[src/hdl/core_settings.svh]
`ifndef CORE_SETTINGS_SVH
`define CORE_SETTINGS_SVH

// datapath width
`define XLEN 32

// register counts, r0 reads as zero
`define ARCH_REGS 8
`define PRF_SIZE 16

// queue depths
`define ROB_SIZE 8
`define RS_SIZE 4

// multiplier latency in cycles
`define MULT_STAGES 3

`endif

[src/hdl/core_pkg.sv]
`include "core_settings.svh"

package core_pkg;

	typedef logic [`XLEN-1:0] word_t;                   // one data word
	typedef logic [$clog2(`ARCH_REGS)-1:0] arn_t;       // architectural register
	typedef logic [$clog2(`PRF_SIZE)-1:0] prn_t;        // physical register
	typedef logic [$clog2(`ROB_SIZE)-1:0] rob_idx_t;    // rob slot

	typedef enum logic [2:0] {
		ALU_ADD,
		ALU_SUB,
		ALU_AND,
		ALU_OR,
		ALU_XOR,
		ALU_SLL,
		ALU_SRL,
		ALU_SLT                                         // signed compare
	} alu_op_t;

	typedef enum logic [0:0] {
		MUL_LO,                                         // low half of the product
		MUL_HI                                          // unsigned high half
	} mult_op_t;

	// top nibble of the dispatch word
	typedef enum logic [3:0] {
		OP_ADD    = 4'd0,
		OP_SUB    = 4'd1,
		OP_AND    = 4'd2,
		OP_OR     = 4'd3,
		OP_XOR    = 4'd4,
		OP_SLL    = 4'd5,
		OP_SRL    = 4'd6,
		OP_SLT    = 4'd7,
		OP_MUL_LO = 4'd8,
		OP_MUL_HI = 4'd9
	} opcode_t;

endpackage

[src/hdl/rename_map.sv]
`include "core_settings.svh"

module rename_map import core_pkg::*; (
	input  logic clock,
	input  logic rst_n,
	input  logic alloc,              // rename rd at this edge
	input  arn_t rd,
	input  arn_t ra,
	input  arn_t rb,
	output prn_t src_a,
	output prn_t src_b,
	output prn_t new_prn,            // lowest free prn
	output prn_t old_prn,            // mapping that rd replaces
	output logic free_empty,
	input  logic release_en,         // retirement hands a prn back
	input  prn_t release_prn
);

	prn_t map_q [`ARCH_REGS];        // arn to prn
	logic [`PRF_SIZE-1:0] free_q;    // one bit per free prn

	assign src_a = map_q[ra];
	assign src_b = map_q[rb];
	assign old_prn = map_q[rd];
	assign free_empty = ~|free_q;

	always_comb begin
		new_prn = '0;
		for (int i = `PRF_SIZE - 1; i >= 0; i--) begin    // scan down so lowest wins
			if (free_q[i]) begin
				new_prn = prn_t'(i);
			end
		end
	end

	always_ff @(posedge clock or negedge rst_n) begin
		if (!rst_n) begin
			for (int i = 0; i < `ARCH_REGS; i++) begin
				map_q[i] <= prn_t'(i);                        // identity mapping
			end
			free_q <= {{(`PRF_SIZE - `ARCH_REGS){1'b1}}, {`ARCH_REGS{1'b0}}};
		end else begin
			if (alloc) begin
				map_q[rd] <= new_prn;
				free_q[new_prn] <= 1'b0;
			end
			if (release_en) begin
				free_q[release_prn] <= 1'b1;                  // old mapping is dead now
			end
		end
	end

	// the rob may only hand back a prn that is still in use
	assert property (@(posedge clock) disable iff (!rst_n)
		release_en |-> !free_q[release_prn]);

endmodule

[config.mk]
export PLATFORM = sky130hd
export DESIGN_NAME = rename_map
export DESIGN_NICKNAME = d
export VERILOG_FILES = /design/src/hdl/core_pkg.sv /design/src/hdl/rename_map.sv
export VERILOG_INCLUDE_DIRS = /design/src /design/src/hdl
export SDC_FILE = /design/constraint.sdc
export NUM_CORES = 1
export LEC_CHECK = 0
export BUFFER_PORTS_ARGS = -buffer_cell sky130_fd_sc_hd__buf_4
export CAP_MARGIN = 30
export CORE_ASPECT_RATIO = 0.9
export CORE_MARGIN = 8
export CORE_UTILIZATION = 40
export DETAILED_ROUTE_END_ITERATION = 16
export GPL_TIMING_DRIVEN = 0
export PLACE_DENSITY = 0.61
export REMOVE_ABC_BUFFERS = 1
export SETUP_SLACK_MARGIN = 0.15
export SLEW_MARGIN = 20
export SYNTH_ARGS = -nofsm -noshare
export SYNTH_HDL_FRONTEND = slang
export SYNTH_SLANG_ARGS = --single-unit
[constraint.sdc]
create_clock -name clock -period 3.4 [get_ports clock]
set_input_delay 0.51 -clock clock [delete_from_list [all_inputs] [get_ports clock]]
set_output_delay 0.51 -clock clock [all_outputs]
set_load 0.02 [all_outputs]
==> results of run 1 <==
## per-layer routing
metal	vias to the layer above	share of wire	global-route usage
li1	1067	-	-
met1	1133	0.47	0.1938
met2	46	0.48	0.2404
met3	5	0.047	0.03846
met4	0	0.0055	0.03135
met5	-	0	0
## area by class of cell
type                    instances  area [sq um]  share of cell area
flip-flops and latches         48          1226              0.3697
clock inverters                 3         46.29             0.01396
repair buffers                 33         247.7             0.07469
well taps                      93         116.4             0.03508
inverters                       8         30.03            0.009053
clock buffers                   5         68.82             0.02075
multi-input cells             201          1582              0.4768
## power groups by stage
stage	Sequential [mW]	Combinational, mW	Clock [mW]
final	1.17	1.35	0.431
after global routing	1.21	1.50	0.466
after CTS	1.16	1.37	0.445
after detailed placement	1.18	1.37	0
after global placement	1.16	1.35	0
after floorplan	1.08	0.966	0
## placed cells by master (no fill, tap or decap), types with 8 or more instances in the layout
cell                       n
sky130_fd_sc_hd__mux2_2   12
sky130_fd_sc_hd__mux4_2   24
sky130_fd_sc_hd__dfrtp_1  28
sky130_fd_sc_hd__buf_4    33
sky130_fd_sc_hd__inv_1     8
sky130_fd_sc_hd__o21ai_0  37
sky130_fd_sc_hd__nor2_1   19
sky130_fd_sc_hd__nand3_1   8
sky130_fd_sc_hd__nand2_1  43
sky130_fd_sc_hd__dfstp_2  20
## cell usage after synthesis (all sizes together)
cell type,n
nor4b,1
nor2b,3
a311oi,1
o22ai,2
a22oi,1
buf,6
o31a,1
a21oi,5
o41ai,1
mux4,24
nand3,8
nand2,43
mux2,12
a41oi,2
or3b,1
or3,1
dfrtp,28
nand3b,1
o211ai,5
clkbuf,5
nor4,6
o21ai,38
o2bb2ai,5
dfstp,20
nor2,21
a31oi,1
inv,8
and2,1
or2,3
and3b,1
o21a,1
nand2b,4
o32a,3
o32ai,1
nor3,3
nand4,1
## worst max-delay path: cells and delay by family (launching register included)
kind	cells	cell delay, ps
AOI/OAI and AO/OA	2	800
buffers and inverters	2	480
DFF	1	430
and+or+nand+nor	1	310
## how the worst min path moves through the flow
stage,startpoint,to,slack [ps],cells after the start
after floorplan,rst_n,free_q[0],210,0
after global placement,map_q[10],map_q[10],480,2
after global routing,rst_n,map_q[30],250,1
after detailed placement,map_q[16],map_q[16],490,2
after CTS,rst_n,map_q[30],220,1
final,rst_n,map_q[30],200,1
## logic make-up (layout without fill, tap and decap cells)
group           Yosys count  count (layout)
compound gates           67              67
buf+inv                  19              49
flops                    48              48
mux                      36              36
simple gates             98              98
## sequential cells by signal, summed over array words and instances (netlist names)
name	count
map_q	32
free_q	16
## through the flow
stage	hold WS, ps	utilization
6_report	203.5	0.4712
5_1_grt	251.7	0.4712
4_1_cts	223.1	0.4712
3_5_place_dp	491.3	0.4549
3_3_place_gp	480.1	0.4549
2_1_floorplan	214.4	-
==> flow_summary_export.csv, run 1 <==
group,metric,value,unit
outcome,status,"complete, no violations",
final_layout,layout-drive-gt1-share,0.3591,
pwr,power_density,890.6,nW/um^2
setup_path,worst-endpoint-required,2890,ps
sta,final.period_utilization,0.8324,
pwr,clockPowerShare,0.146,
global_route,grt.overflow.total,0,
drt,detail-route-antenna-nets,0,
place,gp_routability_congestion,0.8505,
place,dp_hpwl,5.299,mm
place,detailed_place.area,3202,sq um
synth,cells_taking_the_most_area_after_synthesis,"sky130_fd_sc_hd__dfrtp_1 (24%), sky130_fd_sc_hd__mux4_2 (19%), sky130_fd_sc_hd__dfstp_2 (18%)",
synth,synth_top_family_by_area,"multiplexers",
setup_path,cpMaxStageDelayCell,"sky130_fd_sc_hd__o21a_1",
setup_path,worstPathArrival,2320,ps
drt,first_pass_iters,4,
synth,post_synth.cell_area_avg,10.80,sq um
setup_path,crit_type,"reg2out",
place,numPortBuffers,33,
setup_path,crit_chain,"or2_2 -> a22oi_1 -> o21a_1 -> inv_1 -> buf_4",
clock_network,cts_setup_buffers,0,
drt,drt-total-wl,7.294,mm
floorplan,start_util,0.4113,
sta,maxSlewHeadroom,0.4791,
clock_network,hold_buffers,0,
synth,synthMuxAreaShare,0.2334,
global_route,wire_length_of_the_first_global_routing_pass,12.39,mm
pwr,ir_drop,0.0003953,V
synth,synth_seq_cells,48,
drt,first_drt_iteration_drcs,88,
synth,synth-seq-area-share,0.4235,
global_route,grt_antenna_before_repair,0,
place,placed_cells,383,
sta,grt_setup_unrepaired,"false",
flow_run,maxCapViolCount,0,
setup_path,timing.rr.end,"free_q[9]",
setup_path,critPathLaunchType,"flip-flop",
synth,synthSimpleGateAreaFrac,0.1642,
drt,vias_per_cell,5.757,
synth,post-synth-top-area-fraction,0.2420,
final_layout,final-instance-count-excl-fill,391,
pwr,finalPower,2.954,mW
setup_path,worst_path_largest_cell_delay,610,ps
setup_path,crit_fanout,19,
setup_path,reg2regPathDepth,5,
floorplan,ioPinCount,34,
clock_network,cts_tree,"done",
clock_network,ctsResizeCount,0,
sta,layout_min_cycle_time,2830,ps
hold_path,hold_path_class,"in2async",
final_layout,nFillCells,683,
floorplan,floorplan_die_width,105.7,um
synth,netlist_area,2895,sq um
setup_path,worst_setup_path_startpoint,"free_q[3]",
final_layout,postLayoutCellArea,3317,sq um
synth,synth_adder_area_share,0,
sta,setup_violations,0,
global_route,first_global_vias,2309,
floorplan,chipHeight,96.71,um
pwr,power_leakage,1.320,nW
synth,synth_xor_area_frac,0,
sta,layout_setup_ws,570.0,ps
clock_network,path_clk_slew,100,ps
pwr,pwr-share-seq,0.396,
global_route,grt_max_degree,49,
sta,fmax,0.3534,GHz
clock_network,cts_buffers,5,
drt,route.vias.total,2251,
synth,synth_compound_area_frac,0.1487,
sta,worst_clock_skew,10.39,ps
setup_path,worstSetupEndpoint,"new_prn[1]",
global_route,global_route.usage.total,0.1483,
sta,timing.setup.tns,0,ps
clock_network,cts.path.max_buffers,2,
sta,final_max_slew_viol_count,0,
floorplan,core_area,7039,sq um
floorplan,row_count,29,
clock_network,htreeDepth,2,
sta,timing_worst_slew_pin_value,771.3,ps
place,placement.setup.worst_slack,900.8,ps
floorplan,die-area,10220,sq um
final_layout,antenna_cells,0,
setup_path,setup.reg_to_reg.worst_slack,1170,ps
synth,yosys.area.top_type,"sky130_fd_sc_hd__dfrtp_1",
clock_network,worstSkewPairLatency,310,ps
final_layout,final_net_count,314,
pwr,share_comb_of_total_power,0.458,
pwr,power_switching,1.188,mW
clock_network,numClockSinks,48,
final_layout,area.growth.synth_to_final,14.56,%
setup_path,regToRegStartpoint,"free_q[3]",
pwr,intPower,1.767,mW
pwr,switching_share,0.4020,
drt,detail_route.wl_per_cell,18.65,um
synth,yosysWarnings,0,
drt,post-route-drc-count,0,
synth,ys_types,42,
synth,synthesis.instances,268,
sta,finalHoldViolations,0,
setup_path,worstSetupEndpointType,"output pin",
clock_network,cts.root.buffer_cell,"sky130_fd_sc_hd__clkbuf_8",
No activity file was read; power rests on OpenSTA's default activity.
==> run 2: changes to the inputs <==
==> constraint.sdc (replaced) <==
create_clock -name clock -period 2.75 [get_ports clock]
set_input_delay 0.4125 -clock clock [delete_from_list [all_inputs] [get_ports clock]]
set_output_delay 0.4125 -clock clock [all_outputs]
set_load 0.02 [all_outputs]
==> run 2 against run 1 <==
Power increased by 24%. First-iteration DRC count decreased by 14%. Register-to-register slack got worse by 380 ps. Global-route usage about the same. Design area increased by 0.23%. Wire length decreased by 0.15%. Hold slack got worse by 100 ps. Critical path type unchanged. Critical endpoint is now new_prn[0]. Critical path depth unchanged. Setup slack got worse by 310 ps. Cell count unchanged. Via count decreased by 0.49%.
==> flow_summary_export.csv, run 2 (synthesis gave the netlist of run 1 again) <==
group,metric,value,unit
global_route,grt_max_degree,49,
sta,final.period_utilization,0.9039,
drt,vias_per_cell,5.729,
final_layout,layout_common_cells,"sky130_fd_sc_hd__nand2_1 (43), sky130_fd_sc_hd__o21ai_0 (37), sky130_fd_sc_hd__buf_4 (33)",
final_layout,mostFrequentLayoutCell,"sky130_fd_sc_hd__nand2_1",
floorplan,chipHeight,96.71,um
final_layout,largest_registers,"map_q: 32 flops, free_q: 16 flops",
global_route,globalRouteMet3Util,0.03846,
sta,layout_setup_ws,264.3,ps
floorplan,floorplan_die_width,105.7,um
setup_path,worstSetupEndpointType,"output pin",
floorplan,start_util,0.4113,
clock_network,numClockSinks,48,
drt,drt-total-wl,7.283,mm
sta,finalHoldViolations,0,
clock_network,htreeDepth,2,
flow_run,maxCapViolCount,0,
sta,timing_worst_slew_pin_value,793.3,ps
hold_path,hold_path_class,"in2async",
final_layout,final_net_count,314,
setup_path,critPathLaunchType,"flip-flop",
sta,timing.setup.tns,0,ps
place,placed_cells,383,
floorplan,ioPinCount,34,
pwr,ir_drop,0.0004928,V
sta,maxSlewHeadroom,0.4642,
global_route,grtUsageMet2,0.2404,
setup_path,cp_num_buf_inv,2,
setup_path,crit_chain,"or3_4 -> a311oi_4 -> nor2_4 -> inv_1 -> buf_4",
clock_network,worstSkewPairLatency,310,ps
global_route,grt_use_met1,0.1942,
drt,detail_route.wl_per_cell,18.63,um
global_route,first_global_vias,2309,
final_layout,nFillCells,684,
sta,fin_worst_hold_slack,102.9,ps
setup_path,crit_fanout,15,
final_layout,antenna_cells,0,
final_layout,max_flop_register,"map_q",
sta,final_max_slew_viol_count,0,
drt,first_pass_iters,4,
setup_path,critical-path-top-delay-family,"simple AND/OR/NAND/NOR gates",
global_route,grt.busiest_layer,"met2",
place,numPortBuffers,33,
clock_network,hold_buffers,0,
drt,first_drt_iteration_drcs,76,
place,gp_routability_congestion,0.8505,
sta,fmax,0.4023,GHz
drt,route.vias.total,2240,
global_route,wire_length_of_the_first_global_routing_pass,12.40,mm
sta,worst_clock_skew,12.20,ps
clock_network,cts.root.buffer_cell,"sky130_fd_sc_hd__clkbuf_8",
pwr,power_leakage,1.321,nW
clock_network,cts_buffers,5,
global_route,grt_antenna_before_repair,0,
clock_network,cts_setup_buffers,0,
outcome,status,"complete, no violations",
global_route,global_route.usage.total,0.1485,
clock_network,path_clk_slew,100,ps
clock_network,cts.path.max_buffers,2,
drt,post-route-drc-count,0,
place,placement.setup.worst_slack,348.3,ps
floorplan,core_area,7039,sq um
final_layout,final-instance-count-excl-fill,391,
pwr,power_density,1102,nW/um^2
global_route,grt.overflow.total,0,
setup_path,worst-endpoint-required,2340,ps
drt,detail-route-antenna-nets,0,
floorplan,row_count,29,
setup_path,worstPathArrival,2070,ps
setup_path,worst_path_largest_cell_delay,460,ps
setup_path,cpMaxStageDelayCell,"sky130_fd_sc_hd__a311oi_4",
setup_path,crit_type,"reg2out",
sta,grt_setup_unrepaired,"true",
final_layout,area.growth.synth_to_final,14.82,%
clock_network,cts_tree,"done",
final_layout,largest_register_ff_count,32,
sta,layout_min_cycle_time,2486,ps
floorplan,die-area,10220,sq um
sta,setup_violations,0,
final_layout,final_core_occ,0.4723,
final_layout,layout-drive-gt1-share,0.3658,
place,dp_hpwl,5.299,mm
[run 2: final cells by class]
type	count	area, sq um	area share
Clock inverter	3	46.29	0.01393
Timing Repair Buffer	33	247.7	0.07452
Tap cell	93	116.4	0.03500
Inverter	8	30.03	0.009033
Multi-Input combinational cell	201	1589	0.4780
Sequential cell	48	1226	0.3688
Clock buffer	5	68.82	0.02070
[run 2: worst paths after layout]
check | startpoint | end | slack, ps | depth (start not counted)
max | free_q[4] | new_prn[0] | 260 | 5
min | rst_n | map_q[30] | 100 | 1
max reg2reg | free_q[3] | free_q[9] | 790 | 5
min reg2reg | map_q[8] | map_q[8] | 510 | 2
max in group asynchronous | rst_n | free_q[5] | 2210 | 1
min in group clock | release_prn[0] | free_q[0] | 340 | 2
[run 2: stage by stage]
step | total power, mW | area (sq um)
after floorplan | 2.531 | 2838
after global placement | 3.100 | 3202
after detailed placement | 3.145 | 3202
after CTS | 3.691 | 3318
after global routing | 3.941 | 3324
final | 3.663 | 3324
[run 2: where the power goes]
| part | switching (mW) | internal, mW | total [mW] |
|---|---|---|---|
| combinational | 0.879 | 0.799 | 1.68 |
| sequential | 0.335 | 1.12 | 1.45 |
| clock | 0.261 | 0.274 | 0.535 |
| total | 1.47 | 2.19 | 3.66 |
[run 2: worst reg2reg max path, stage by stage, from the launching register on]
cell and delay [ps]:
sky130_fd_sc_hd__dfrtp_1 430, sky130_fd_sc_hd__or2_2 310, sky130_fd_sc_hd__a22oi_1 190, sky130_fd_sc_hd__o21a_2 420, sky130_fd_sc_hd__inv_1 200, sky130_fd_sc_hd__o32a_1 360
[run 2: metal layers]
metal	vias up	routed length (um)
met2	50	3505
met3	5	361
li1	1069	-
met4	0	40
met5	-	0
met1	1116	3375
[run 2: what timing repair did]
item / in CTS / in global routing
endpoints found under the setup margin: 1 / 2
gates resized for setup: 1 / 1
pin swaps: 0 / 1
cloned: 0 / 0
==> run 3: changes to the inputs <==
--- a/config.mk
+++ b/config.mk
@@ -10,10 +10,10 @@
 export CAP_MARGIN = 30
 export CORE_ASPECT_RATIO = 0.9
 export CORE_MARGIN = 8
-export CORE_UTILIZATION = 40
+export CORE_UTILIZATION = 57
 export DETAILED_ROUTE_END_ITERATION = 16
 export GPL_TIMING_DRIVEN = 0
-export PLACE_DENSITY = 0.61
+export PLACE_DENSITY = 0.81
 export REMOVE_ABC_BUFFERS = 1
 export SETUP_SLACK_MARGIN = 0.15
 export SLEW_MARGIN = 20
==> run 3 against run 2 <==
Clock skew shrank 3.5 ps. Highest routed layer unchanged. Sequential power about the same. Design area fell by 1.9%. Setup slack gained 6.8 ps. First-iteration DRC count is 120% higher. Sequential share of layout area increased by 0.72 points.
==> flow_summary_export.csv, run 3 (synthesis gave the netlist of run 1 again) <==
group,metric,value,unit
outcome,status,"complete, no violations",
place,dp_hpwl,5.093,mm
floorplan,row_count,24,
clock_network,cts_tree,"done",
clock_network,path_clk_slew,90,ps
floorplan,start_util,0.5952,
final_layout,postLayoutCellArea,3261,sq um
sta,timing_worst_slew_pin_value,653.1,ps
place,gp_routability_congestion,0.8912,
clock_network,hold_buffers,0,
global_route,first_global_vias,2198,
sta,setup_violations,0,
sta,grt_setup_unrepaired,"false",
drt,vias_per_cell,6.295,
drt,detail-route-antenna-nets,0,
final_layout,antenna_cells,0,
setup_path,regToRegStartpoint,"free_q[3]",
floorplan,floorplan_die_width,91.13,um
drt,post-route-drc-count,0,
sta,finalHoldViolations,0,
clock_network,cts_setup_buffers,0,
place,detailed_place.area,3167,sq um
clock_network,htreeDepth,2,
sta,fin_worst_hold_slack,131.7,ps
setup_path,worstPathArrival,2070,ps
final_layout,final_net_count,314,
sta,final.period_utilization,0.9014,
floorplan,die-area,7619,sq um
flow_run,maxCapViolCount,0,
setup_path,timing.rr.end,"free_q[9]",
setup_path,crit_type,"reg2out",
floorplan,core_area,4865,sq um
global_route,global_route.usage.total,0.1855,
drt,detail_route.wl_per_cell,19.33,um
clock_network,worstSkewPairLatency,300,ps
sta,maxSlewHeadroom,0.5589,
global_route,grt_max_degree,49,
final_layout,mostFrequentLayoutCell,"sky130_fd_sc_hd__nand2_1",
pwr,ir_drop,0.0005762,V
clock_network,cts_buffers,5,
setup_path,worst-endpoint-required,2340,ps
sta,fmax,0.4034,GHz
clock_network,numClockSinks,48,
sta,worst_clock_skew,8.686,ps
place,numPortBuffers,33,
drt,route.vias.total,2285,
sta,final_max_slew_viol_count,0,
sta,timing.setup.tns,0,ps
sta,layout_min_cycle_time,2479,ps
global_route,grt_antenna_before_repair,0,
final_layout,largest_registers,"map_q: 32 flops, free_q: 16 flops",
setup_path,worst_setup_path_startpoint,"free_q[4]",
drt,first_drt_iteration_drcs,165,
pwr,power_leakage,1.314,nW
final_layout,layout_common_cells,"sky130_fd_sc_hd__nand2_1 (43), sky130_fd_sc_hd__o21ai_0 (37), sky130_fd_sc_hd__buf_4 (33)",
setup_path,reg2regPathDepth,5,
floorplan,chipHeight,83.62,um
hold_path,hold_path_class,"in2async",
final_layout,layout-drive-gt1-share,0.3591,
global_route,grt.overflow.total,0,
final_layout,largest_register_ff_count,32,
pwr,power_density,1098,nW/um^2
clock_network,cts.path.max_buffers,2,
clock_network,cts.root.buffer_cell,"sky130_fd_sc_hd__clkbuf_8",
setup_path,worstSetupEndpoint,"new_prn[0]",
setup_path,crit_fanout,15,
global_route,wire_length_of_the_first_global_routing_pass,11.50,mm
final_layout,area.growth.synth_to_final,12.62,%
setup_path,critPathLaunchType,"flip-flop",
setup_path,worstSetupEndpointType,"output pin",
drt,drt-total-wl,7.016,mm
final_layout,max_flop_register,"map_q",
floorplan,ioPinCount,34,
setup_path,setup.reg_to_reg.worst_slack,770,ps
drt,first_pass_iters,4,
## run 3: cell types whose count changed in the layout (fill, tap and decap cells not counted), sizes merged
cell      delta
clkbuf       +2
bufinv       -1
clkinvlp     -1
## run 3: report_power, final
part / leakage (nW) / total [mW] / switching, mW / internal, mW
Combinational: 0.693 / 1.68 / 0.884 / 0.798
Clock: 0.0488 / 0.439 / 0.234 / 0.205
Sequential: 0.572 / 1.46 / 0.344 / 1.12
## run 3: area by class of cell
class	count	area, sq um
Timing Repair Buffer	33	247.7
Sequential cell	48	1226
Clock inverter	1	6.256
Fill cell	383	1604
Inverter	8	30.03
Clock buffer	7	86.33
Multi-Input combinational cell	201	1583
Tap cell	65	81.33
## run 3: critical path, cell delays in order (launching register included)
cell and delay [ps]:
sky130_fd_sc_hd__dfrtp_1 450, sky130_fd_sc_hd__or3_4 430, sky130_fd_sc_hd__a311oi_4 450, sky130_fd_sc_hd__nor2_4 180, sky130_fd_sc_hd__inv_1 120, sky130_fd_sc_hd__buf_4 140
## run 3: worst min path at each step
stage,start,end,slack [ps],cells past startpoint
global route,rst_n,map_q[4],160,1
CTS,rst_n,map_q[4],130,1
finish,rst_n,map_q[4],130,1
detailed placement,rst_n,map_q[4],460,1
global placement,rst_n,free_q[4],460,1
floorplan,rst_n,free_q[0],120,0
## run 3: layer usage
metal / vias to the layer above / share of wire / GRT usage / wire (um)
li1: 1065 / - / - / -
met1: 1109 / 0.46 / 0.2696 / 3215
met2: 102 / 0.45 / 0.2701 / 3138
met3: 9 / 0.082 / 0.04317 / 574
met4: 0 / 0.012 / 0.04606 / 87
met5: - / 0 / 0 / 0
## run 3: stage by stage
stage	util	worst slack (ps)	instances	power (mW)
detailed placement	0.6510	432.0	355	3.137
finish	0.6703	271.1	363	3.581
global placement	0.6510	452.4	355	3.074
CTS	0.6703	265.1	363	3.582
floorplan	-	836.1	257	2.531
global route	0.6703	150.9	363	3.813
## run 3: what timing repair did
action,in CTS,in global routing
gates resized for setup,1,0
pin swaps,0,1
setup endpoints to repair,1,1
endpoints found under the hold margin,0,0
